===== config.mk =====
export PLATFORM = sky130hd
export DESIGN_NAME = result_formatter
export DESIGN_NICKNAME = d
export VERILOG_FILES = /design/src/source/mdc_pkg.sv /design/src/source/result_formatter.sv
export SDC_FILE = /design/constraint.sdc
export NUM_CORES = 1
export LEC_CHECK = 0
export BUFFER_PORTS_ARGS = -buffer_cell sky130_fd_sc_hd__buf_2
export CAP_MARGIN = 10
export CORE_AREA = 2 2 179 181
export DETAILED_ROUTE_END_ITERATION = 10
export DIE_AREA = 0 0 181 183
export PLACE_DENSITY = 0.37
export RECOVER_POWER = 25
export SLEW_MARGIN = 20
export SYNTH_ARGS = -nofsm -noshare
export SYNTH_HDL_FRONTEND = slang
export SYNTH_SLANG_ARGS = --single-unit
export TNS_END_PERCENT = 30

===== constraint.sdc =====
create_clock -name vclk -period 1.7
set_clock_uncertainty 0.1 [all_clocks]
set_input_delay 0.17 -clock vclk [all_inputs]
set_output_delay 0.17 -clock vclk [all_outputs]
set_load 0.02 [all_outputs]

===== src/source/mdc_pkg.sv =====
`default_nettype none

package mdc_pkg;

    // ========================================
    // widths
    // ========================================
    // decoded element and its hamming code word
    localparam int ELEM_W = 11;
    localparam int CODE_W = 15;
    // decoded mode and its code word
    localparam int MODE_W = 5;
    localparam int MODE_CODE_W = 9;
    // 2x2 minor, one bit of headroom over the raw product difference
    localparam int MINOR_W = 23;
    localparam int DET_W = 46;
    localparam int OUT_W = 207;

    // ========================================
    // counts
    // ========================================
    localparam int N_ELEMS = 16;
    localparam int CNT_W = 5;
    // counter value of the output cycle
    localparam int OUT_CNT = 17;
    // two rows of four
    localparam int WIN_LEN = 8;
    localparam int N_ADJ = 9;
    // rows 0/1 minors, one per column pair
    localparam int N_TOP = 6;
    // up to three laplace terms share the last element
    localparam int TERM_LANES = 3;

    // decoded mode values
    localparam logic [MODE_W-1:0] MODE_CODE_2X2 = 5'b00100;
    localparam logic [MODE_W-1:0] MODE_CODE_3X3 = 5'b00110;
    localparam logic [MODE_W-1:0] MODE_CODE_4X4 = 5'b10110;

    typedef enum logic [1:0] {MODE_2X2, MODE_4X4, MODE_NONE} mode_t;

    typedef enum logic [1:0] {PH_IDLE, PH_LOAD, PH_DRAIN, PH_OUT} phase_t;

endpackage

`default_nettype wire


===== src/source/result_formatter.sv =====
`timescale 1ns/1ns
`default_nettype none

module result_formatter
    import mdc_pkg::*;
(
    input  logic                          out_valid,
    input  mode_t                         mode,
    input  logic [0:N_ADJ-1][MINOR_W-1:0] adj_minor,
    input  logic signed [DET_W-1:0]       det,
    output logic [OUT_W-1:0]              out_data
);

    // ========================================
    // output packing
    // ========================================
    // zero outside the output cycle
    always_comb begin
        out_data = '0;
        if (out_valid) begin
            case (mode)
                // minor 0 lands in the top 23 bits
                MODE_2X2: begin
                    out_data = adj_minor;
                end
                // determinant sign extended over the whole bus
                MODE_4X4: begin
                    out_data = {{(OUT_W - DET_W){det[DET_W-1]}}, det};
                end
                // 3x3 or unknown code
                default: begin
                    out_data = '0;
                end
            endcase
        end
    end

endmodule

`default_nettype wire


* Yosys cells after proc, flatten, opt, wreduce, memory -nomap -nowiden
Cells that the tools add are included.
** Storage, ports and cells
- Bits in registers :: 0
- Input bits :: 256
- Output and inout port bits :: 207
- Word-level logic and storage cells :: 4
** Operators by class
- Eq/ne operators :: 1
- Muxes and demuxes :: 2
- Reductions and logical operators :: 1
** Operators with widths (number)
- $pmux 207 s2 :: 1
- $mux 207 :: 1
- $eq 2x1->1 const B :: 1
- $logic_not 2->1 :: 1

* Depth between registers and ports, before layout
- Depth in word-level cells :: 3
- Gate-level depth with buffers :: 5
- Gate-level depth less buffers :: 2

* Worst setup path after synthesis
No wires, ideal clock.
- Path kind :: input -> output
- Start :: input port mode[1]
- End :: output port out_data[111]
- Data arrival time :: 1.067 ns
- Data required time :: 1.430 ns
- Setup slack :: 0.363 ns
- Cell stages on the path :: 5
- Path buffers :: 3
- Cell sequence :: nand2b_4 > buf_6 > buf_2 > buf_2 > a21oi_1
** Between the ends
- Word-level cells in the longest chain between the ends :: 3
- Elaborated cells between the ends (all ways) :: 4
- Those cells by class :: 1 x eq/ne; 2 x mux; 1 x reduce/logical
** Ends and longest elaborated chain
- start, declared :: RTL line result_formatter.sv:8 : input mode_t mode,
- $eq 2x1->1 or $logic_not 2->1 (tied branches) :: RTL line result_formatter.sv:21 : case (mode)
- $pmux 207 s2 * :: RTL line result_formatter.sv:21
- $mux 207 * :: RTL line result_formatter.sv:20 : if (out_valid) begin
- end, declared :: RTL line result_formatter.sv:11 : output logic [OUT_W-1:0] out_data
Mark *: on every way between the ends. The rest lies on a longest branch, timed or not.

* Worst setup path in the final report
- Start :: input port mode[0]
- End :: output port out_data[17]
Same word-level chain as after synthesis.

==> metrics.txt <==
run status finished clean; cell family with most CP delay buffers and inverters; Cell Count, Final, Fillers Out 1314; Seq/Total Area, Yosys 0%; clock buffers 0; crit start category primary input; maximum clock frequency 666 MHz; Power Density 254 mW/mm2; Antenna Nets Post-Route 0; Post-Synth Simple-Gate Area 42.4%; Critical-path top delay cell buf_12; first-pass GRT wire length approximately 24 mm; Crit Path Class in -> out; minimum clock period between 1.5 and 2 ns; max_cap viols 0; Total Nets Final 1170; # setup viols final 0; Largest stage delay, worst path 0.24 ns; worst-margin pin slew ~0.37 ns; Inst Count DP about 1300; largest net degree at the start of global routing 58; Total Neg Setup Slack 0 ns; Routability Congestion approximately 0.77; crit share post-route 88.3%; hold_buf cts 0; final core utilization about 18%; Syn Nets 735; Fillers 3665; Post-CTS Setup Inserts 0; Synth area leader nand2b_1; GRT overflow 0; Routed wire per std cell 12.7 um; Rel. slew slack 75.7%; Mapped Area 0.00294 mm2; Routed WL 16.7 mm; Horiz. Die Dim 181 um; die area roughly 0.033 mm2; crit path DAT between 1 and 1.5 ns; DR vias 4822; worst-path fanout max 41; core footprint roughly 0.031 mm2; Critical Path End Type primary output; main combinational cell family by area after synthesis simple AND/OR/NAND/NOR gates; most common cell after layout, fill and taps aside buf_2; chip height ~180 um; Worst EP required 1.43 ns; maximum VDD drop 80.3 uV; Initial Utilization 9.41%; Ys Warns 0; Area Growth Syn to Fin 94.1%; DRT Pass-1 Iters 4; Slew Viols, Final 0; I/O pin cnt 463; syn avg cell area 6.13 um2; layout cells sized above 1 50.9%; row count 65; Synth Area in Adders 0%; class of the tightest hold or removal check in -> out; endpoints failing hold 0; Yosys top cell area share approximately 33%; critical path cell sequence buf_6, buf_12, buf_4, mux2i_1, nor2_1, buf_2; FF/Latch Area 0 um2; RSZ-0062 raised after global routing false; count of input and output buffers 463; multiplexer share of the synthesized area 15.3%; initial antenna violation count 1; sequential cell count 0; # diodes 0; detailed placer's ending HPWL 14.1 mm; number of buffers and inverters on the critical path 4; vias in the first global route 4638; DRC violations left 0; most frequent cells in the layout buf_2, nand2b_1, a21oi_1; post-CTS resize count 0; cell count after synthesis 479; post-synthesis xor/xnor area fraction 0%; Synth Area in Compound Gates 28.2%; leak pwr 3.12 nW; Distinct cells, synth 12; Area contributors post-synth nand2b_1, a21oi_1, mux2i_1; initial DRC count roughly 110; total track usage 8.90%; vias per cell 3.67
==> layer usage <==
layer | vias to the layer above | track usage, % | share of wire, %
met5 | - | 0 | 0.054
met4 | 2 | 2.28 | 2.6
met3 | 16 | 1.29 | 7.8
met2 | 275 | 17.6 | 52
met1 | 2070 | 9.85 | 38
li1 | 2459 | - | -
==> layout make-up <==
cell class         count  area, um2  area share (%)
well taps            402        503            8.82
multi-input cells    416       2530            44.4
repair buffers       496       2670            46.8
==> path summary, 6_finish.rpt <==
path,to,start,depth (start not counted),slack (ns)
worst max-delay path,out_data[17],mode[0],6,0.20
worst min-delay path,out_data[73],adj_minor[73],4,0.59
==> tightest hold or removal path: cells and delay by family <==
| kind | cells | cell delay (ns) |
|---|---|---|
| buffers and inverters | 2 | 0.24 |
| AOI/OAI and AO/OA | 1 | 0.05 |
| and+or+nand+nor | 1 | 0.05 |
==> synth_stat cells <==
| library cell | number |
|---|---|
| a21oi_1 | 157 |
| nand2b_1 | 157 |
| mux2i_1 | 45 |
| nor2_1 | 45 |
| buf_2 | 24 |
| clkbuf_1 | 20 |
| buf_6 | 16 |
| nand2b_4 | 6 |
| a21oi_2 | 5 |
| buf_8 | 2 |
| buf_4 | 1 |
| nand2_4 | 1 |
==> cells by family (layout without fill, tap and decap cells) <==
kind of cell / after synthesis / after routing
compound gates: 162 / 162
simple gates: 209 / 209
mux: 45 / 45
buf+inv: 63 / 496
==> through the flow <==
step | worst slack (ns) | instance area, um2 | hold slack [ns] | power [mW]
2_1_floorplan | 0.363 | 2940 | 0.370 | 0.823
3_3_place_gp | 0.198 | 5760 | 0.593 | 1.48
3_5_place_dp | 0.194 | 5760 | 0.592 | 1.47
4_1_cts | 0.195 | 5760 | 0.594 | 1.47
5_1_grt | 0.0921 | 5700 | 0.609 | 1.57
6_report | 0.199 | 5700 | 0.592 | 1.45
==> where the power goes <==
group	leakage [nW]	internal (mW)	total (mW)	switching, mW
Combinational	3.12	0.634	1.45	0.812
Sequential	0	0	0	0
Clock	0	0	0	0
Total	3.12	0.634	1.45	0.812
(Power assumes the default switching activity.)
