File: config.mk
export PLATFORM = sky130hd
export DESIGN_NAME = hamming_decoder
export DESIGN_NICKNAME = d
export VERILOG_FILES = /design/src/source/hamming_decoder.sv
export SDC_FILE = /design/constraint.sdc
export NUM_CORES = 1
export LEC_CHECK = 0
export ABC_AREA = 1
export BUFFER_PORTS_ARGS = -buffer_cell sky130_fd_sc_hd__buf_2
export CORE_UTILIZATION = 60
export DETAILED_ROUTE_END_ITERATION = 7
export PLACE_DENSITY = 0.95
export SYNTH_ARGS = -nofsm -noshare
export SYNTH_HDL_FRONTEND = slang
export SYNTH_SLANG_ARGS = --single-unit
File: constraint.sdc
create_clock -name vclk -period 3.2
set_clock_uncertainty 0.15 [all_clocks]
set_input_delay 0.48 -clock vclk [all_inputs]
set_output_delay 0.48 -clock vclk [all_outputs]
set_load 0.1 [all_outputs]
File: src/source/hamming_decoder.sv
`timescale 1ns/1ns
`default_nettype none

// single error correcting decode, positions 1..n counted from the msb
module hamming_decoder #(
    parameter int DATA_W = 11,
    // smallest parity count that covers data plus parity positions
    localparam int PAR_W = (DATA_W <= 1) ? 2 :
                           (DATA_W <= 4) ? 3 :
                           (DATA_W <= 11) ? 4 :
                           (DATA_W <= 26) ? 5 : 6,
    localparam int CODE_LEN = DATA_W + PAR_W
) (
    input  logic [CODE_LEN-1:0]      code,
    output logic signed [DATA_W-1:0] data
);

    logic [PAR_W-1:0]    syndrome;
    logic [CODE_LEN-1:0] fixed;

    // syndrome is the xor of every set position
    always_comb begin
        syndrome = '0;
        for (int p = 1; p <= CODE_LEN; p++) begin
            if (code[CODE_LEN - p]) begin
                syndrome = syndrome ^ PAR_W'(p);
            end
        end
    end

    // flip the flagged position, out of range syndromes left alone
    always_comb begin
        fixed = code;
        if (syndrome != '0 && int'(syndrome) <= CODE_LEN) begin
            fixed[CODE_LEN - int'(syndrome)] = ~code[CODE_LEN - int'(syndrome)];
        end
    end

    // strip parity at power of two positions, data kept msb first
    always_comb begin
        int k;
        k = DATA_W - 1;
        data = '0;
        for (int p = 1; p <= CODE_LEN; p++) begin
            if ((p & (p - 1)) != 0) begin
                data[k] = fixed[CODE_LEN - p];
                k = k - 1;
            end
        end
    end

endmodule

`default_nettype wire

**After elaboration in Yosys (flattened, before gate mapping)**

Index checks and enable logic that the tools add are counted.
W data, S select, Z words.

- Bits in latches: 0
- Bits in registers: 0
- Memory bits (writable): 0
- ROM bits: 0
- Memories: 0
- Input bits: 15

- Bitwise gates (word level): 15
- Mux-type cells: 22
- Div/mod/pow operators: 0
- Shift operators: 0
- Reduce and logical (&&, ||, !) cells: 2
- Eq/ne operators: 0
- Magnitude comparators: 2
- Add/sub/neg operators: 1
- Multiply operators: 0

Operators with widths:

| operator | number |
|---|---|
| $mux W4 | 8 |
| $bwmux W15 | 1 |
| $mux W13 | 1 |
| $mux W3 | 4 |
| $not A2 Y2 | 6 |
| $not A3 Y3 | 4 |
| $lt A5 B6 Y1 const B | 1 |
| $ge A5 B1 Y1 const B | 1 |
| $sub A4 B4 Y5 const A | 1 |
| $bmux W1 S4 | 1 |
| $demux W1 S4 | 1 |
| $mux W1 | 4 |
| $mux W2 | 2 |
| $not A4 Y4 | 1 |
| $reduce_bool A4 Y1 | 1 |
| $not A1 Y1 const A | 3 |
| $logic_and A1 B1 Y1 | 1 |
| $not A1 Y1 | 1 |

**Longest topological paths before layout**

- Depth after elaboration: 33
- Depth in mapped cells: 17
- Gate-level depth less buffers: 16

**Worst setup path before layout**

Ideal clock, no wire load.

- Path kind: input -> output
- Start: input code[12]
- End: output data[0]
- Buffers on the path: 1
- Cell stages on the path: 16
- Data required time: 2.570 ns
- Path slack: 0.207 ns
- Arrival: 2.363 ns
- Path through: buf_4 nand2_1 inv_1 nor2_2 nand2_2 nand2_1 nand2_1 nand3_2 nand2_4 nor2_4 nand2_1 nand3_1 nand2_2 nand2_4 nand4_1 nand2_1

- Cells in the longest elaborated chain, start to end: 26
- Elaborated cells between the ends (all ways): 35
- Classes of those cells: add/sub (1); order compare (2); mux (20); bitwise (10); reduce/logical (2)

Ends and longest elaborated chain:

| element | RTL line | source |
|---|---|---|
| start: declaration | 14 | `input logic [CODE_LEN-1:0] code,` |
| $mux W2 | 25 | `if (code[CODE_LEN - p]) begin` |
| $mux W3 | 25 |  |
| $not A2 Y2 (no source line) / $mux W3 (equally long branches) | n/a |  |
| $mux W3 / $not A2 Y2 (equally long branches) | n/a |  |
| $mux W3 | 25 |  |
| $not A3 Y3 (no source line) | n/a |  |
| $mux W3 | 25 |  |
| $mux W4 | 25 |  |
| [10 not listed] | n/a |  |
| $mux W4 | 25 |  |
| $sub A4 B4 Y5 | 35 | `fixed[CODE_LEN - int'(syndrome)] = ~code[CODE_LEN - int'(syndrome)];` |
| $lt A5 B6 Y1 (not written as such), or another cell as far along | 35 |  |
| $logic_and A1 B1 Y1 (not written as such) / $mux W1 (equally long branches) | 35 |  |
| $mux W1 (not written as such) | 35 |  |
| $demux W1 S4 / $not A1 Y1 (equally long branches) | 35 |  |
| $bwmux W15 | 35 |  |
| $mux W13 * | 34 | `if (syndrome != '0 && int'(syndrome) <= CODE_LEN) begin` |
| end: declaration | 15 | `output logic signed [DATA_W-1:0] data` |

Every way passes the cells marked *; elsewhere a longest branch is shown, timed or not. The select of a mux whose other input is x is not followed.

**Worst setup path after layout**

- Start: input code[8]
- End: output data[8]

- Cells in the longest elaborated chain, start to end: 20
- Elaborated cells between the ends (all ways): 29
- Classes of those cells: add/sub (1); order compare (2); mux (16); bitwise (8); reduce/logical (2)

Ends and longest elaborated chain:

| element | RTL line |
|---|---|
| $mux W3 | 25 |
| $mux W4 | 25 |
| $not A2 Y2 (no source line) / $mux W4 (equally long branches) | n/a |
| $mux W4 / $not A2 Y2 (equally long branches) | n/a |
| $mux W4 | 25 |
| $not A3 Y3 (no source line) / $not A2 Y2 (equally long branches) | n/a |
| $mux W4 | 25 |
| $mux W4 / $not A3 Y3 (equally long branches) | n/a |
| [4 not listed] | n/a |
| $mux W4 | 25 |
| $sub A4 B4 Y5 | 35 |
| $lt A5 B6 Y1 (not written as such), or another cell as far along | 35 |
| $logic_and A1 B1 Y1 (not written as such) / $mux W1 (equally long branches) | 35 |
| $mux W1 (not written as such) | 35 |
| $demux W1 S4 / $not A1 Y1 (equally long branches) | 35 |
| $bwmux W15 | 35 |
| $mux W13 * | 34 |

Marked as above.

==> metrics.md <==
| Metric | Value |
|---|---|
| CTS Hold Bufs | 0 |
| Startpoint Class | input port |
| Critical Path RT | 2.57 ns |
| Pins Over Slew Limit | 0 |
| Worst slew pin tran | 0.4092 ns |
| Post-Syn Area | 978.4 um^2 |
| Combinational share of power | 100.0% |
| Synth Net Count | 202 |
| Post-synthesis compound-gate area fraction | 2.558% |
| HP Class | in -> out |
| Post-synth top area cell | nand2_1 |
| GRT Overall Usage | 32.39% |
| Mapped Cells | 187 |
| Yosys cell types | 19 |
| Post-route DRC violation count | 0 |
| Post-DP HPWL | 2376 um |
| Most used cell, CP | nand2_1 |
| Diodes inserted | 0 |
| Max Cap Viol | 0 |
| Cell Chain, Critical Path | buf_2 -> inv_2 -> nand2_1 -> nand3_1 -> nand2_1 -> nand3_1 -> nand3_1 -> nand2_1 -> nand2_1 -> nand2_1 -> nand2_1 -> nand2_1 -> nand2_1 -> nand2_2 -> o21ai_1 -> nand2_1 -> buf_12 |
| Largest net degree at the start of global routing | 10 |
| Slowest CP cell | buf_2 |
| Clk pwr share | 0% |
| Final WL | 2860 um |
| Pwr/cell area | 466.5 nW/um^2 |
| Core Region | 1506 um^2 |
| Final setup viols | 0 |
| Crit. path cell count | 17 |
| Vias | 1,268 |
| Net count, final | 224 |
| Tcrit/Tclk final | 94.88% |
| Yosys warns | 0 |
| Total grt overflow | 0 |
| CP top delay family | simple AND/OR/NAND/NOR gates |
| Post-synthesis mux area share | 0% |
| CLK BUF | 0 |
| Post-CTS Resized | 0 |
| Chip height | 42.38 um |
| Register Area | 0 um^2 |
| Dpl cells | 223 |
| Routed length per instance | 12.83 um |
| Post-CTS Setup Repair Bufs | 0 |
| Drt initial violations | 51 |
| Flop pwr share | 0% |
| Share of cells above drive strength 1 | 23.67% |
| Post-synthesis xor/xnor area fraction | 19.69% |
| Maximum VDD drop | 0.3365 mV |
| Critical Path End Type | output port |
| Seq/Total Area, Yosys | 0% |
| Main combinational cell family by area after synthesis | simple AND/OR/NAND/NOR gates |
| Top area cells in the synthesized netlist | nand2_1, xnor2_1, nand3_1 |
| Relative max-transition margin | 72.62% |
| Initial antenna violation count | 0 |
| Vias in the first global route | 1,099 |
| Area share of fa/ha/maj cells after synthesis | 0% |
| Chip Width | 42.38 um |
| Synth top area share | 31.46% |
| Sequential cell count | 0 |
| Worst Path Arrival | 2.41 ns |
| CP max stage delay | 0.20 ns |
| Simple-gate share of the synthesized area | 63.55% |
| Fin area | 1237 um^2 |
| Setup WS pre-CTS | 0.2183 ns |
| Min Tclk post-route | 3.036 ns |
| Lkg Pwr | 0.7223 nW |
| DRT antenna net count | 0 |
| GPL Wtd Cong | 1.009 |
| Beginning of the worst hold path | code[3] |
| I/O Buffers | 26 |
| Max FO, Critical Path | 7 |
| CP Class | in -> out |
| P_sw | 0.0003970 W |
| PnR worst setup slack | 0.1638 ns |
| I/O pin count | 26 |
| Mapped Avg Cell Area | 5.232 um^2 |
| Pre-Repair DR Iteration Count | 4 |
| Post-route setup TNS | 0 ns |
| Int Power | 0.0001803 W |
| Cell Area, Placed | 1237 um^2 |
| Outcome | finished, final reports clean |
| Die area | 1796 um^2 |
| Launch point of the worst path | code[8] |
| F_max | 329.4 MHz |
| RSZ-0062 raised after global routing | no |
| CP Capture Point | data[8] |
| Pwr Total | 0.0005772 W |
| Final hold violation count | 0 |
| WP buf/inv | 3 |
| Sw frac | 68.77% |
| Cell row count | 14 |
| Initial Util | 64.95% |
| First-pass GRT wire length | 4636 um |
| Vias per Instance | 5.686 |
| Area growth from synthesis to layout | 26.47% |
| Fin cells | 223 |
-- cell usage after synthesis --
| cell | number |
|---|---|
| buf_4 | 3 |
| buf_6 | 3 |
| inv_1 | 17 |
| inv_2 | 5 |
| nand2_1 | 82 |
| nand2_2 | 7 |
| nand2_4 | 3 |
| nand3_1 | 15 |
| nand3_2 | 2 |
| nand3b_1 | 3 |
| nand4_1 | 7 |
| nor2_1 | 12 |
| nor2_2 | 3 |
| nor2_4 | 1 |
| o21ai_1 | 5 |
| xnor2_1 | 10 |
| xnor2_4 | 1 |
| xor2_1 | 7 |
| xor2_2 | 1 |
-- tightest hold or removal path, stage by stage --
cell and delay, ns:
buf_2 0.12, nand2_1 0.06, nand2_1 0.08, buf_12 0.17
-- cells by family after synthesis --
group           Yosys count
simple gates            135
compound gates            5
xor+xnor                 19
buf+inv                  28
-- final cells by class --
type,instances,area (um^2)
well taps,16,20.02
repair buffers,26,295.3
fillers,97,269.0
multi-input cells,159,839.6
inverters,22,82.58
-- power by group through the flow --
stage / logic, W / registers [W] / clock network [W]
floorplan: 0.000414 / 0 / 0
global route: 0.000610 / 0 / 0
global placement: 0.000550 / 0 / 0
finish: 0.000577 / 0 / 0
CTS: 0.000570 / 0 / 0
detailed placement: 0.000569 / 0 / 0
-- metal layers --
layer	GRT usage [%]	wire [um]
met2	61.85	1463
met4	8.750	119
met1	38.38	1040
met3	1.724	237
met5	0	0
-- how the worst min path moves through the flow --
stage	cells past startpoint	to
after global routing	4	data[3]
after global placement	4	data[8]
final	4	data[3]
after CTS	4	data[3]
after floorplan	2	data[3]
after detailed placement	4	data[3]
-- layout by cell type, fill, tap and decap left out --
cell type / Yosys / routed
nor2_1: 12 / 12
nand4_1: 7 / 7
xor2_2: 1 / 1
nand3_1: 15 / 15
xnor2_4: 1 / 1
buf_12: 0 / 11
nand2_1: 82 / 82
xor2_1: 7 / 7
xnor2_1: 10 / 10
buf_2: 0 / 15
nor2_4: 1 / 1
nand2_2: 7 / 7
nand3_2: 2 / 2
o21ai_1: 5 / 5
nand2_4: 3 / 3
inv_1: 17 / 17
inv_2: 5 / 5
nor2_2: 3 / 3
nand3b_1: 3 / 3
-- stage by stage --
step | util (%) | hold slack (ns)
floorplan | - | 1.388
global placement | 82.14 | 1.230
detailed placement | 82.14 | 1.251
CTS | 82.14 | 1.251
global route | 82.14 | 1.280
finish | 82.14 | 1.246
No activity file was read; power rests on OpenSTA's default activity.
