## src/source/mdc_pkg.sv

```systemverilog
`default_nettype none

package mdc_pkg;

    // ========================================
    // widths
    // ========================================
    // decoded element and its hamming code word
    localparam int ELEM_W = 11;
    localparam int CODE_W = 15;
    // decoded mode and its code word
    localparam int MODE_W = 5;
    localparam int MODE_CODE_W = 9;
    // 2x2 minor, one bit of headroom over the raw product difference
    localparam int MINOR_W = 23;
    localparam int DET_W = 46;
    localparam int OUT_W = 207;

    // ========================================
    // counts
    // ========================================
    localparam int N_ELEMS = 16;
    localparam int CNT_W = 5;
    // counter value of the output cycle
    localparam int OUT_CNT = 17;
    // two rows of four
    localparam int WIN_LEN = 8;
    localparam int N_ADJ = 9;
    // rows 0/1 minors, one per column pair
    localparam int N_TOP = 6;
    // up to three laplace terms share the last element
    localparam int TERM_LANES = 3;

    // decoded mode values
    localparam logic [MODE_W-1:0] MODE_CODE_2X2 = 5'b00100;
    localparam logic [MODE_W-1:0] MODE_CODE_3X3 = 5'b00110;
    localparam logic [MODE_W-1:0] MODE_CODE_4X4 = 5'b10110;

    typedef enum logic [1:0] {MODE_2X2, MODE_4X4, MODE_NONE} mode_t;

    typedef enum logic [1:0] {PH_IDLE, PH_LOAD, PH_DRAIN, PH_OUT} phase_t;

endpackage

`default_nettype wire

```

## src/source/laplace_accumulator.sv

```systemverilog
`timescale 1ns/1ns
`default_nettype none

module laplace_accumulator
    import mdc_pkg::*;
(
    input  logic                      clk,
    input  logic signed [MINOR_W-1:0] top_minor [TERM_LANES],
    input  logic signed [MINOR_W-1:0] bottom_minor [TERM_LANES],
    input  logic                      term_valid,
    input  logic                      term_sign,
    input  logic                      out_valid,
    output logic signed [DET_W-1:0]   det
);

    logic signed [DET_W-1:0] lane_prod [TERM_LANES];
    logic signed [DET_W-1:0] term_sum;
    // previous cycle already added terms of this frame
    logic                    term_run;

    // ========================================
    // products
    // ========================================
    // 23x23 fits the 46 bit determinant
    for (genvar i = 0; i < TERM_LANES; i++) begin : g_lane
        assign lane_prod[i] = top_minor[i] * bottom_minor[i];
    end

    // signed sum over the lanes
    always_comb begin
        term_sum = '0;
        for (int i = 0; i < TERM_LANES; i++) begin
            // checkerboard, neighbours in a row of terms flip sign
            if (term_sign ^ i[0]) begin
                term_sum = term_sum - lane_prod[i];
            end else begin
                term_sum = term_sum + lane_prod[i];
            end
        end
    end

    // ========================================
    // accumulation
    // ========================================
    always_ff @(posedge clk) begin
        term_run <= term_valid;
    end

    // first term of a run loads, later ones add
    always_ff @(posedge clk) begin
        if (out_valid) begin
            det <= '0;
        end else if (term_valid) begin
            if (term_run) begin
                det <= det + term_sum;
            end else begin
                det <= term_sum;
            end
        end
    end

endmodule

`default_nettype wire

```

## config.mk

```make
export PLATFORM = sky130hd
export DESIGN_NAME = laplace_accumulator
export DESIGN_NICKNAME = d
export VERILOG_FILES = /design/src/source/mdc_pkg.sv /design/src/source/laplace_accumulator.sv
export SDC_FILE = /design/constraint.sdc
export NUM_CORES = 2
export LEC_CHECK = 0
export BUFFER_PORTS_ARGS = -buffer_cell sky130_fd_sc_hd__buf_4
export CORE_UTILIZATION = 65
export CTS_CLUSTER_SIZE = 40
export DETAILED_ROUTE_END_ITERATION = 6
export PLACE_DENSITY = 0.8
export RECOVER_POWER = 50
export SKIP_CTS_REPAIR_TIMING = 1
export SLEW_MARGIN = 15
export SYNTH_ARGS = -nofsm -noshare
export SYNTH_HDL_FRONTEND = slang
export SYNTH_SLANG_ARGS = --single-unit
```

## constraint.sdc

```tcl
create_clock -name clk -period 17.61 [get_ports clk]
set_clock_uncertainty 0.15 [all_clocks]
set_input_delay 3.522 -clock clk [delete_from_list [all_inputs] [get_ports clk]]
set_output_delay 3.522 -clock clk [all_outputs]
set_load 0.02 [all_outputs]
```

=== Yosys cells after proc, flatten, opt, wreduce, memory -nomap -nowiden ===
Index checks and enable logic that the tools add are counted.

* Register bits: 47
* Latch bits: 0
* Bits in writable memories: 0
* Memory bits (read-only): 0
* Bits of input ports: 142
* Output and inout bits: 46
* Word-level logic and storage cells: 15
* Memories kept: 0

* Add/subtract/negate cells: 6
* Multiply operators: 3
* Div/mod/pow operators: 0
* Magnitude comparators: 0
* Eq/ne operators: 0
* Shifts and indexed selects: 0
* Mux-type cells: 4
* Bitwise logic cells: 0
* Reductions and logical operators: 0

{| class="wikitable"
|+ Operator list
! cell !! number
|-
| $mux 46 || 4
|-
| $add 46x46->46 || 3
|-
| $mul 23x23->46 || 3
|-
| $sub 46x46->46 || 2
|-
| $sub 1x46->46 const A || 1
|}

=== Logic depth before layout (Yosys ltp) ===
* Word-level depth: 9
* Mapped depth: 63
* Depth with buffers taken out: 60

=== Worst setup path after synthesis ===
No wires, ideal clock.

* Kind: input port to flip-flop
* Start: input bottom_minor[48] (netlist name)
* End: register det[45]
* Library setup time: 0.086 ns
* Arrival: 16.311 ns
* Data required time: 17.374 ns
* Setup slack: 1.064 ns
* Stages: 58
* Path buffers: 3
* Cells stage by stage: clkbuf_1 -> nand2_1 -> fa_1 -> inv_1 -> fa_1 -> inv_1 -> fa_1 -> fa_1 -> fa_1 -> inv_1 -> fa_1 -> inv_1 -> fa_1 -> inv_1 -> ha_1 -> clkbuf_1 -> nand2_1 -> o21ai_0 -> (+22 left out) -> a211oi_1 -> nand3_1 -> o21a_1 -> a31oi_1 -> o21bai_1 -> a21oi_1 -> xnor2_1 -> ha_1 -> and2_1 -> a221o_1 -> a21oi_1 -> nor2b_1 -> a211oi_1 -> mux2i_1 -> xnor3_1 -> xor2_1 -> xnor3_1 -> a211oi_1

* Word-level cells in the longest chain between the ends: 9
* Elaborated cells between the ends (all ways): 11
* Classes of those cells: 6 x add/sub; 1 x mul; 4 x mux

{| class="wikitable"
|+ RTL lines
! element !! line !! source
|-
| from (decl) || laplace_accumulator.sv:9 || <nowiki>input logic signed [MINOR_W-1:0] bottom_minor [TERM_LANES],</nowiki>
|-
| $mul 23x23->46 * || laplace_accumulator.sv:26 || <nowiki>assign lane_prod[i] = top_minor[i] * bottom_minor[i];</nowiki>
|-
| $sub 1x46->46 || laplace_accumulator.sv:35 || <nowiki>term_sum = term_sum - lane_prod[i];</nowiki>
|-
| $mux 46 * || laplace_accumulator.sv:34 || <nowiki>if (term_sign ^ i[0]) begin</nowiki>
|-
| $sub 46x46->46 or $add 46x46->46 (tied branches) || laplace_accumulator.sv:35, laplace_accumulator.sv:37 ||
|-
| $mux 46 * || laplace_accumulator.sv:34 ||
|-
| $add 46x46->46 or $sub 46x46->46 (tied branches) || laplace_accumulator.sv:37, laplace_accumulator.sv:35 ||
|-
| $mux 46 * || laplace_accumulator.sv:34 ||
|-
| $add 46x46->46 || laplace_accumulator.sv:55 || <nowiki>det <= det + term_sum;</nowiki>
|-
| $mux 46 * || laplace_accumulator.sv:54 || <nowiki>if (term_run) begin</nowiki>
|-
| to (signal assigned) || laplace_accumulator.sv:55 ||
|-
| to (signal assigned) || laplace_accumulator.sv:57 || <nowiki>det <= term_sum;</nowiki>
|-
| to (decl) || laplace_accumulator.sv:13 || <nowiki>output logic signed [DET_W-1:0] det</nowiki>
|}

Every way passes the cells marked *; elsewhere a longest branch is shown, timed or not.
A chain may end at the register's enable or synchronous reset.

=== Final worst setup path ===
Same ends and word-level chain as after synthesis.

==> impl_metrics.env <==
export IMPL_maxSlewHeadroom_pct=34.2
export IMPL_finalSetupTns_ns=0
export IMPL_io_buffer_count=187
export IMPL_die_area_um2=113000
export IMPL_via_per_inst=5.88
export IMPL_syn_nets=10800
export IMPL_gp_congestion=0.976
export IMPL_die_h_um=336
export IMPL_grt_usage_pct=35.5
export IMPL_grt_pass1_vias=61700
export IMPL_grt_antenna_before_repair=3
export IMPL_rrSetupSlack_ns=13.07
export IMPL_tightest_slew_ns=0.981
export IMPL_fin_ws_ns=0.627
export IMPL_yosysWarnings=0
export IMPL_synth_cell_types=85
export IMPL_fin_crit_sh_pct=96.4
export IMPL_design_area_um2=74700
export IMPL_finalCriticalPeriod_ns=16.98
export IMPL_cts_tree="yes"
export IMPL_drt_iter0_drc=3933
export IMPL_postSynth_asyncResetShare_pct=0
export IMPL_post_route_drc_count=0
export IMPL_synth_edf_count=0
export IMPL_firstDrtPassIters=6
export IMPL_whs_path_depth=2
export IMPL_hpwl_um=161000
export IMPL_grt_overflow=0
export IMPL_max_stage_delay_ns=0.54
export IMPL_yosysTopAreaCellShare_pct=46.9
export IMPL_outcome="finished clean"
export IMPL_netlist_area_um2=72500
export IMPL_cp_arrival_ns=17.05
export IMPL_startpoint_type="input port"
export IMPL_grt_first_pass_wirelength_um=318000
export IMPL_yosysSeqAreaShare_pct=1.30
export IMPL_reg2reg_from="det[6]$_SDFFE_PP0P_"
export IMPL_worstSetupEndpointType="flop"
export IMPL_synth_avg_cell_area_um2=8.59
export IMPL_synthCells=8437
export IMPL_nFillCells=8929
export IMPL_grt_max_degree=67
export IMPL_placementRows=122
export IMPL_areaGrowthSynthToFinish_pct=3.04
export IMPL_worstPathRequired_ns=17.68
export IMPL_vias=57500
export IMPL_core_area_um2=111000
export IMPL_hold_start="det[9]$_SDFFE_PP0P_"
export IMPL_cts_root_buf="clkbuf_16"
export IMPL_yosys_area_top_type="fa_1"
export IMPL_hold_path_class="flop to flop"
export IMPL_clock_sinks=47
export IMPL_htree_levels=2
export IMPL_crit_top_cell="fa_1"
export IMPL_place_area_um2=74500
export IMPL_clockBufferDepth=2
export IMPL_ant_nets=0
export IMPL_hold_worst_slack_ns=0.345
export IMPL_ys_seq_elements=47
export IMPL_critPathSlowestCell="fa_1"
export IMPL_path_class="input port to flop"
export IMPL_clk_latency_ns=0.30
export IMPL_ios=188
export IMPL_synth_main_ff_cell="dfxtp_1"
export IMPL_worstRegToRegCells=14
export IMPL_cap_violations=0
export IMPL_start_util_pct=65.5
export IMPL_cts_buffers=5
export IMPL_synthTopCellsByArea="fa_1 47%, inv_1 9.7%, ha_1 8.9%"
export IMPL_critPathMaxFanout=23
export IMPL_setup_violations=0
export IMPL_wl_per_cell_um=19.8
export IMPL_final_hold_viol_count=0
export IMPL_drive_gt1_share_pct=2.96
export IMPL_timing_fmax_ghz=0.0589
export IMPL_whs_endpoint="det[9]$_SDFFE_PP0P_"
export IMPL_wirelength_um=193000
export IMPL_reg2reg_to="det[39]$_SDFFE_PP0P_"
export IMPL_clkSlewWorstSetupHoldPaths_ns=0.07
export IMPL_finalMaxSlewViolations=0
export IMPL_pre_cts_ws_ns=0.0166
export IMPL_chipWidth_um=336
export IMPL_final_nets=10600
layout by cell type, fill, tap and decap left out, types with 32 or more instances in the layout:
cell type,instances
inv_1,1864
fa_1,1697
nand2_1,1076
and2_1,705
ha_1,512
a21oi_1,299
xnor2_1,268
nor2_1,252
buf_4,167
o21ai_0,163
a21o_1,150
xor2_1,113
nand2b_1,80
nand3_1,60
a211oi_1,57
nor3_1,56
o21a_1,47
dfxtp_1,47
clkbuf_1,46
a31oi_1,45
nand4_1,42
o21bai_1,41
and3_1,40
nor2b_1,34
o211ai_1,32
per-layer routing:
| metal | GRT usage [%] | vias up | part of all wire [%] | wire (um) |
|---|---|---|---|---|
| met1 | 44.9 | 29000 | 38 | 73900 |
| met2 | 61.4 | 2548 | 50 | 95600 |
| met5 | 0 | - | 0.0067 | 13 |
| met3 | 4.17 | 585 | 7.4 | 14200 |
| li1 | - | 25300 | - | - |
| met4 | 15.5 | 2 | 4.8 | 9340 |
worst max path at each step:
stage / from / endpoint
global route: bottom_minor[48] / det[45]$_SDFFE_PP0P_
CTS: bottom_minor[48] / det[45]$_SDFFE_PP0P_
detailed placement: bottom_minor[48] / det[45]$_SDFFE_PP0P_
floorplan: bottom_minor[48] / det[45]$_SDFFE_PP0P_
finish: bottom_minor[48] / det[45]$_SDFFE_PP0P_
global placement: bottom_minor[48] / det[45]$_SDFFE_PP0P_
stage by stage:
| step | util, % | std cells |
|---|---|---|
| 6_report | 67.5 | 9767 |
| 3_3_place_gp | 67.3 | 9755 |
| 4_1_cts | 67.5 | 9763 |
| 5_1_grt | 67.5 | 9767 |
| 3_5_place_dp | 67.3 | 9755 |
| 2_1_floorplan | - | 8437 |
flip-flops by register name (all words and copies together), names as in the netlist:
name,flops
term_run,1
det,46
cells in the mapped netlist, types with 8 or more instances:
cell / instances
nand2b_1: 80
nor2b_1: 34
o21a_1: 47
and3_1: 40
clkbuf_1: 372
o31ai_1: 23
or2_2: 20
a211oi_1: 59
dfxtp_1: 47
inv_1: 1864
and4_1: 13
ha_1: 515
fa_1: 1698
nor2_1: 252
o221ai_1: 8
nand4_1: 42
o22ai_1: 10
a311oi_1: 14
o21ai_0: 169
o211ai_1: 32
a21boi_0: 9
xnor2_1: 272
o21bai_1: 41
xor2_1: 114
nand3b_1: 9
a31o_2: 8
or3_1: 32
nor3_1: 58
nor4_1: 21
a21oi_1: 303
o211a_1: 10
a41oi_1: 10
a211o_1: 17
a31oi_1: 46
and2_1: 705
nand3_1: 60
mux2i_1: 17
nand2_1: 1077
a21o_1: 150
critical path, delay by kind of cell:
kind / cells / cell delay, ns
AND/OR/NAND/NOR: 17 / 3.37
XOR/XNOR: 6 / 1.46
buffers and inverters: 7 / 0.60
AO/OA/AOI/OAI: 13 / 2.78
multiplexers: 1 / 0.21
adder cells (fa/ha/maj): 11 / 5.10
area by class of cell:
class,count,area (um2),area share [%]
Multi-Input combinational cell,6142,63200,84.7
Inverter,1865,7000,9.37
Tap cell,1488,1860,2.49
Timing Repair Buffer,216,1470,1.97
Sequential cell,47,941,1.26
Clock buffer,6,129,0.173
Clock inverter,2,60.1,0.0804
Antenna cell,1,2.50,0.00335
cell families after synthesis:
logic type,after synthesis,share of synthesized area (%)
simple gates,2481,16.8
buf+inv,2248,11.7
fa+ha+maj,2213,55.8
compound gates,1039,9.39
xor+xnor,388,4.73
flops,47,1.30
mux,21,0.297
Power is left out: the tool's default activity adds up to more than one toggle a clock period on the data nets, which glitch-free logic cannot reach.
