`config.mk`:
```
export PLATFORM = sky130hd
export DESIGN_NAME = minor_datapath
export DESIGN_NICKNAME = d
export VERILOG_FILES = /design/src/source/mdc_pkg.sv /design/src/source/minor_datapath.sv
export SDC_FILE = /design/constraint.sdc
export NUM_CORES = 2
export LEC_CHECK = 0
export BUFFER_PORTS_ARGS = -buffer_cell sky130_fd_sc_hd__buf_4
export CAP_MARGIN = 10
export CELL_PAD_IN_SITES_DETAIL_PLACEMENT = 0
export CELL_PAD_IN_SITES_GLOBAL_PLACEMENT = 1
export CORE_MARGIN = 5
export CORE_UTILIZATION = 54
export CTS_CLUSTER_SIZE = 12
export DETAILED_ROUTE_END_ITERATION = 10
export GPL_TIMING_DRIVEN = 0
export HOLD_SLACK_MARGIN = 0.06
export PLACE_DENSITY = 0.95
export SLEW_MARGIN = 20
export SYNTH_ARGS = -nofsm -noshare
export SYNTH_HDL_FRONTEND = slang
export SYNTH_SLANG_ARGS = --single-unit
```
`constraint.sdc`:
```
create_clock -name clk -period 12.5 [get_ports clk]
set_input_delay 0.625 -clock clk [delete_from_list [all_inputs] [get_ports clk]]
set_output_delay 0.625 -clock clk [all_outputs]
set_load 0.02 [all_outputs]
```
`src/source/mdc_pkg.sv`:
```
`default_nettype none

package mdc_pkg;

    // ========================================
    // widths
    // ========================================
    // decoded element and its hamming code word
    localparam int ELEM_W = 11;
    localparam int CODE_W = 15;
    // decoded mode and its code word
    localparam int MODE_W = 5;
    localparam int MODE_CODE_W = 9;
    // 2x2 minor, one bit of headroom over the raw product difference
    localparam int MINOR_W = 23;
    localparam int DET_W = 46;
    localparam int OUT_W = 207;

    // ========================================
    // counts
    // ========================================
    localparam int N_ELEMS = 16;
    localparam int CNT_W = 5;
    // counter value of the output cycle
    localparam int OUT_CNT = 17;
    // two rows of four
    localparam int WIN_LEN = 8;
    localparam int N_ADJ = 9;
    // rows 0/1 minors, one per column pair
    localparam int N_TOP = 6;
    // up to three laplace terms share the last element
    localparam int TERM_LANES = 3;

    // decoded mode values
    localparam logic [MODE_W-1:0] MODE_CODE_2X2 = 5'b00100;
    localparam logic [MODE_W-1:0] MODE_CODE_3X3 = 5'b00110;
    localparam logic [MODE_W-1:0] MODE_CODE_4X4 = 5'b10110;

    typedef enum logic [1:0] {MODE_2X2, MODE_4X4, MODE_NONE} mode_t;

    typedef enum logic [1:0] {PH_IDLE, PH_LOAD, PH_DRAIN, PH_OUT} phase_t;

endpackage

`default_nettype wire

```
`src/source/minor_datapath.sv`:
```
`timescale 1ns/1ns
`default_nettype none

module minor_datapath
    import mdc_pkg::*;
(
    input  logic                           clk,
    input  logic                           in_valid,
    input  logic signed [ELEM_W-1:0]       elem,
    input  logic [CNT_W-1:0]               cnt,
    input  mode_t                          mode,
    output logic [0:N_ADJ-1][MINOR_W-1:0]  adj_minor,
    output logic signed [MINOR_W-1:0]      top_minor [TERM_LANES],
    output logic signed [MINOR_W-1:0]      bottom_minor [TERM_LANES],
    output logic                           term_valid,
    output logic                           term_sign
);

    // win[7] newest element, win[0] oldest
    logic signed [ELEM_W-1:0]  win [WIN_LEN];
    // minor_unit[d] spans columns c-d and c of the last two rows
    logic signed [MINOR_W-1:0] minor_unit [1:3];
    // rows 0/1 minors, pairs 01 02 03 12 13 23
    logic signed [MINOR_W-1:0] top_m [N_TOP];

    // ========================================
    // element window
    // ========================================
    always_ff @(posedge clk) begin
        if (in_valid) begin
            for (int j = 0; j < WIN_LEN - 1; j++) begin
                win[j] <= win[j + 1];
            end
            win[WIN_LEN - 1] <= elem;
        end
    end

    // ========================================
    // minor units
    // ========================================
    // upper row sits four slots behind the lower row
    for (genvar d = 1; d <= 3; d++) begin : g_minor
        assign minor_unit[d] = win[3 - d] * win[WIN_LEN - 1]
                             - win[3] * win[WIN_LEN - 1 - d];
    end

    // adjacent minors, one count after their last element
    always_ff @(posedge clk) begin
        case (cnt)
            5'd6:  adj_minor[0] <= minor_unit[1];
            5'd7:  adj_minor[1] <= minor_unit[1];
            5'd8:  adj_minor[2] <= minor_unit[1];
            5'd10: adj_minor[3] <= minor_unit[1];
            5'd11: adj_minor[4] <= minor_unit[1];
            5'd12: adj_minor[5] <= minor_unit[1];
            5'd14: adj_minor[6] <= minor_unit[1];
            5'd15: adj_minor[7] <= minor_unit[1];
            5'd16: adj_minor[8] <= minor_unit[1];
            default: ;
        endcase
    end

    // all six top minors, ready once row 1 is in
    always_ff @(posedge clk) begin
        if (mode == MODE_4X4) begin
            case (cnt)
                5'd6: begin
                    top_m[0] <= minor_unit[1];
                end
                5'd7: begin
                    top_m[1] <= minor_unit[2];
                    top_m[3] <= minor_unit[1];
                end
                5'd8: begin
                    top_m[2] <= minor_unit[3];
                    top_m[4] <= minor_unit[2];
                    top_m[5] <= minor_unit[1];
                end
                default: ;
            endcase
        end
    end

    // ========================================
    // laplace terms
    // ========================================
    // lane i takes bottom pair (i, b), its partner is the complement pair
    // term_sign is lane 0, higher lanes alternate
    always_comb begin
        for (int i = 0; i < TERM_LANES; i++) begin
            top_minor[i] = '0;
            bottom_minor[i] = '0;
        end
        term_valid = 1'b0;
        term_sign = 1'b0;
        if (mode == MODE_4X4) begin
            case (cnt)
                // bottom 01 with top 23
                5'd14: begin
                    term_valid = 1'b1;
                    bottom_minor[0] = minor_unit[1];
                    top_minor[0] = top_m[5];
                end
                // bottom 02 and 12, lane 0 negative
                5'd15: begin
                    term_valid = 1'b1;
                    term_sign = 1'b1;
                    bottom_minor[0] = minor_unit[2];
                    top_minor[0] = top_m[4];
                    bottom_minor[1] = minor_unit[1];
                    top_minor[1] = top_m[2];
                end
                // bottom 03 13 23, all need e15
                5'd16: begin
                    term_valid = 1'b1;
                    bottom_minor[0] = minor_unit[3];
                    top_minor[0] = top_m[3];
                    bottom_minor[1] = minor_unit[2];
                    top_minor[1] = top_m[1];
                    bottom_minor[2] = minor_unit[1];
                    top_minor[2] = top_m[0];
                end
                default: ;
            endcase
        end
    end

endmodule

`default_nettype wire

```
== Word level (Yosys, flattened, before mapping) ==
Memory sizes are Yosys's and may differ from the RTL's.
Index checks and enable logic that the tools add are counted.
W data, S select, Z words.
Storage, ports and cells
  flip-flop bits (word level): 207
  bits in writable memories: 226
  input port bits: 20
  output and inout port bits: 347
  word-level logic and storage cells: 66
  memories kept: 2
Memory list
  top_m: depth 6, bits a word 23, rd ports 6, clocked after memory_dff 0, write ports 3, line minor_datapath.sv:24  | logic signed [MINOR_W-1:0] top_m [N_TOP];
  win: depth 8, bits a word 11, rd ports 8, clocked after memory_dff 0, write ports 8, line minor_datapath.sv:20  | logic signed [ELEM_W-1:0] win [WIN_LEN];
Cells by class
  $add $sub $neg: 3
  $mul: 6
  eq/ne operators: 10
  mux-type cells: 32
  reductions and logical operators: 4
Operators by type and width (number)
  $mux W69: 2
  $pmux W23 S3: 2
  $mul A11 B11 Y22: 6
  $mux W23: 5
  $pmux W23 S2: 2
  $reduce_or A23 Y1: 3
  $sub A22 B22 Y23: 3
  $eq A5 B4 Y1 const B: 6
  $mux W1: 18
  $eq A5 B3 Y1 const B: 2
  $mux W3: 3
  $eq A5 B5 Y1 const B: 1
  $reduce_or A3 Y1: 1
  $eq A2 B1 Y1 const B: 1

== Depth between registers and ports, before layout ==
  depth after elaboration: 7
  mapped depth: 29
  mapped depth without buffers: 26

== Least setup slack after synthesis ==
Ideal clock, no wire load.
  kind: input port to flip-flop
  start point: in cnt[2]
  end point: mem top_m[2][0] (enable)
  setup time: 0.667 ns
  arrival time: 7.665 ns
  data required time: 11.833 ns
  path slack: 4.168 ns
  cell stages on the path: 2
  buffers on the path: 0
  cell sequence: or3b_2 nor4_1
RTL lines
  from (decl): line minor_datapath.sv:10  | input logic [CNT_W-1:0] cnt,
  to (decl): line minor_datapath.sv:24

==> impl_metrics.env <==
export IMPL_first_global_vias=33780
export IMPL_clock_tree_buffer_depth=3
export IMPL_worst_ep_required_time_ns=11.88
export IMPL_clk_pin_slew_worst_paths_ns=0.06
export IMPL_detail_route_first_pass_iterations=7
export IMPL_post_cts_buffers=0
export IMPL_grt_overflow=0
export IMPL_via_per_inst=5.68
export IMPL_cell_area_after_synthesis_um2=44800
export IMPL_ctsHoldBuffers=0
export IMPL_io_pins=367
export IMPL_period_share_pct=86.5
export IMPL_syn_nets=5067
export IMPL_design_core_area_um2=82100
export IMPL_synth_edff_count=433
export IMPL_rr_startpoint="win[7][10]$_DFFE_PP_"
export IMPL_tritoncts_num_buffers=49
export IMPL_drt_wl_total_um=142000
export IMPL_timing_worst_setup_path_type="reg -> out"
export IMPL_layout_drive_gt1_share_pct=11.6
export IMPL_layout_min_cycle_time_ns=10.81
export IMPL_die_width_um=298
export IMPL_area_growth_synth_to_final_pct=14.0
export IMPL_synth_seq_cells=433
export IMPL_ctsResizeCount=0
export IMPL_netlist_top_cell_by_area="sky130_fd_sc_hd__fa_1"
export IMPL_yosys_warning_count=0
export IMPL_yosysMostFrequentCell="sky130_fd_sc_hd__inv_1"
export IMPL_final_max_slew_violation_count=0
export IMPL_synth_largest_type_area_fraction_pct=36.9
export IMPL_r2r_path_end="top_m[1][20]$_DFFE_PP_"
export IMPL_clock_sinks=433
export IMPL_synth_common_cells="sky130_fd_sc_hd__inv_1 (1004), sky130_fd_sc_hd__fa_1 (825), sky130_fd_sc_hd__and2_1 (442)"
export IMPL_ys_flop_type="sky130_fd_sc_hd__edfxtp_1"
export IMPL_insertion_delay_ns=0.61
export IMPL_initial_utilization_pct=54.5
export IMPL_nFillCells=6335
export IMPL_timing_hold_violations_final=0
export IMPL_holdPathStages=1
export IMPL_average_routed_wire_per_standard_cell_um=25.6
export IMPL_timing_critical_path_fanout_max=13
export IMPL_final_antenna_violating_net_count=0
export IMPL_syn_area_per_cell_um2=11.3
export IMPL_reg2reg_slack_ns=3.21
export IMPL_tritoncts_clock_tree="built"
export IMPL_max_slew_margin_pct=15.5
export IMPL_multi_input_area_um2=27500
export IMPL_report_final_setup_viol=0
export IMPL_synth_top_cells_by_area="sky130_fd_sc_hd__fa_1 (37%), sky130_fd_sc_hd__edfxtp_1 (29%), sky130_fd_sc_hd__inv_1 (8.4%)"
export IMPL_route_vias_total=31361
export IMPL_endpoint_with_the_worst_hold_slack="win[7][2]$_DFFE_PP_"
export IMPL_worst_hold_startpoint="elem[2]"
export IMPL_synth_async_sr_flop_share_pct=0
export IMPL_initialDrtViolationCount=3362
export IMPL_fmaxAchievable_ghz=0.0925
export IMPL_total_of_max_cap_violations=0
export IMPL_rr_worst_depth=21
export IMPL_post_synth_inst_count=3972
export IMPL_depth_of_the_cts_h_tree=2
export IMPL_groute_usage_overall_pct=32.2
export IMPL_antenna_found_initial=5
export IMPL_path_delay_family="adder cells"
export IMPL_path_buf_inv=7
export IMPL_timing_critical_path_cells="inv_1 > clkbuf_1 > nor2_1 > fa_1 > inv_1 > fa_1 > fa_1 > inv_1 > fa_1 > fa_1 > fa_1 > inv_1 > fa_1 > inv_1 > ha_1 > nand2_1 > a2111oi_2 > a21oi_1 > o21ai_1 > a41oi_1 > xnor2_1 > a222oi_1 > nor2_1 > buf_4"
export IMPL_drc=0
export IMPL_worst_slew_pin_slew_ns=1.26
export IMPL_finalNetCount=5521
export IMPL_instances_no_fill=5526
export IMPL_finalSetupTns_ns=0
export IMPL_worst_path_max_delay_cell="sky130_fd_sc_hd__xnor2_1"
export IMPL_timing_critical_path_slowest_cell_delay_ns=0.92
export IMPL_routabilityCongestion=0.993
export IMPL_worst_setup_skew_after_layout_ns=0.0162
export IMPL_critical_path_most_common_cell="sky130_fd_sc_hd__fa_1"
export IMPL_buffer_ports_inserted=365
export IMPL_fp_dieH_um=298
export IMPL_hp_class="in -> reg"
export IMPL_yosys_cell_types_count=71
export IMPL_clk_root_buffer_cell="sky130_fd_sc_hd__clkbuf_16"
export IMPL_setup_worst_path_start_class="register"
export IMPL_unrepaired_setup_endpoints_after_global_routing="no"
export IMPL_outcome="completed"
export IMPL_cp_arrival_ns=10.19
export IMPL_grt_first_pass_wirelength_um=213000
export IMPL_synth_seq_area_share_pct=29.0
export IMPL_placed_wire_length_estimate_after_detailed_placement_um=113000
export IMPL_grt_max_degree=89
export IMPL_die_area_um2=88800
export IMPL_row_count=105
export IMPL_ff_latch_area_um2=13000
export IMPL_worst_setup_path_end_kind="primary output"
export IMPL_dpl_cell_count=5444
[per-stage QoR]
stage | hold slack (ns) | setup WS [ns] | utilization, % | cell area [µm²]
finish | 0.191 | 1.69 | 62.2 | 51000
floorplan | 0.439 | 4.17 | - | 44800
global placement | 0.443 | 0.961 | 59.5 | 48900
CTS | 0.165 | 1.95 | 62.1 | 51000
detailed placement | 0.454 | 2.61 | 60.3 | 49500
global route | 0.175 | 1.52 | 62.1 | 51000
[cell type report]
cell class | count | share of cell area [%]
clock buffer | 54 | 2.44
multi-input combinational | 2365 | 53.9
sequential | 433 | 25.5
clock inverter | 20 | 0.498
buffer | 168 | 1.25
inverter | 1006 | 7.40
timing repair buffer | 403 | 6.34
antenna | 7 | 0.0343
tap | 1070 | 2.62
[worst max path at each step]
| stage | cells after the start | slack (ns) | end | from |
|---|---|---|---|---|
| after floorplan | 2 | 4.17 | top_m[2][0]$_DFFE_PP_ | cnt[2] |
| after global placement | 3 | 0.96 | top_m[5][8]$_DFFE_PP_ | cnt[2] |
| after detailed placement | 24 | 2.61 | bottom_minor[66] | win[7][10]$_DFFE_PP_ |
| after CTS | 24 | 1.95 | bottom_minor[66] | win[7][10]$_DFFE_PP_ |
| after global routing | 26 | 1.52 | bottom_minor[66] | win[3][10]$_DFFE_PP_ |
| final | 24 | 1.69 | bottom_minor[66] | win[7][10]$_DFFE_PP_ |
[cells in the final DEF (no fill, tap or decap), types with 12 or more instances in the layout]
cell,instances
sky130_fd_sc_hd__and2_1,442
sky130_fd_sc_hd__a222oi_1,33
sky130_fd_sc_hd__inv_1,1004
sky130_fd_sc_hd__nand2_1,275
sky130_fd_sc_hd__edfxtp_1,433
sky130_fd_sc_hd__nor2_1,80
sky130_fd_sc_hd__ha_1,250
sky130_fd_sc_hd__a21oi_1,51
sky130_fd_sc_hd__buf_4,372
sky130_fd_sc_hd__a21o_1,12
sky130_fd_sc_hd__a22o_1,41
sky130_fd_sc_hd__nand2b_1,26
sky130_fd_sc_hd__and3_1,31
sky130_fd_sc_hd__clkbuf_1,165
sky130_fd_sc_hd__xnor2_1,76
sky130_fd_sc_hd__nor2b_1,33
sky130_fd_sc_hd__o21ai_0,22
sky130_fd_sc_hd__fa_1,825
sky130_fd_sc_hd__xor2_1,19
sky130_fd_sc_hd__clkbuf_16,49
[registers in the layout, summed over array words and instances (netlist names)]
signal,count
adj_minor,207
top_m,138
win,88
[kinds of logic (layout without fill, tap and decap cells)]
group	Yosys count	count (layout)	synth area share, %
adder cells (fa/ha/maj)	1075	1075	43.9
AO/OA/AOI/OAI	238	238	3.95
flip-flops	433	433	29.0
multiplexers	2	2	0.0447
AND/OR/NAND/NOR	944	944	11.2
other	0	7	0
buffers and inverters	1174	1651	9.84
XOR/XNOR	106	106	2.09
[per-layer routing]
layer | vias up | GRT usage [%] | wire [µm]
met4 | 0 | 20.2 | 11800
met2 | 2020 | 52.3 | 66300
met1 | 15908 | 39.6 | 48100
met3 | 482 | 6.95 | 15300
met5 | - | 0 | 0
li1 | 12951 | - | -
Power is not shown: default switching activity piles up to over one toggle a cycle in this logic, so the estimate is an artifact.
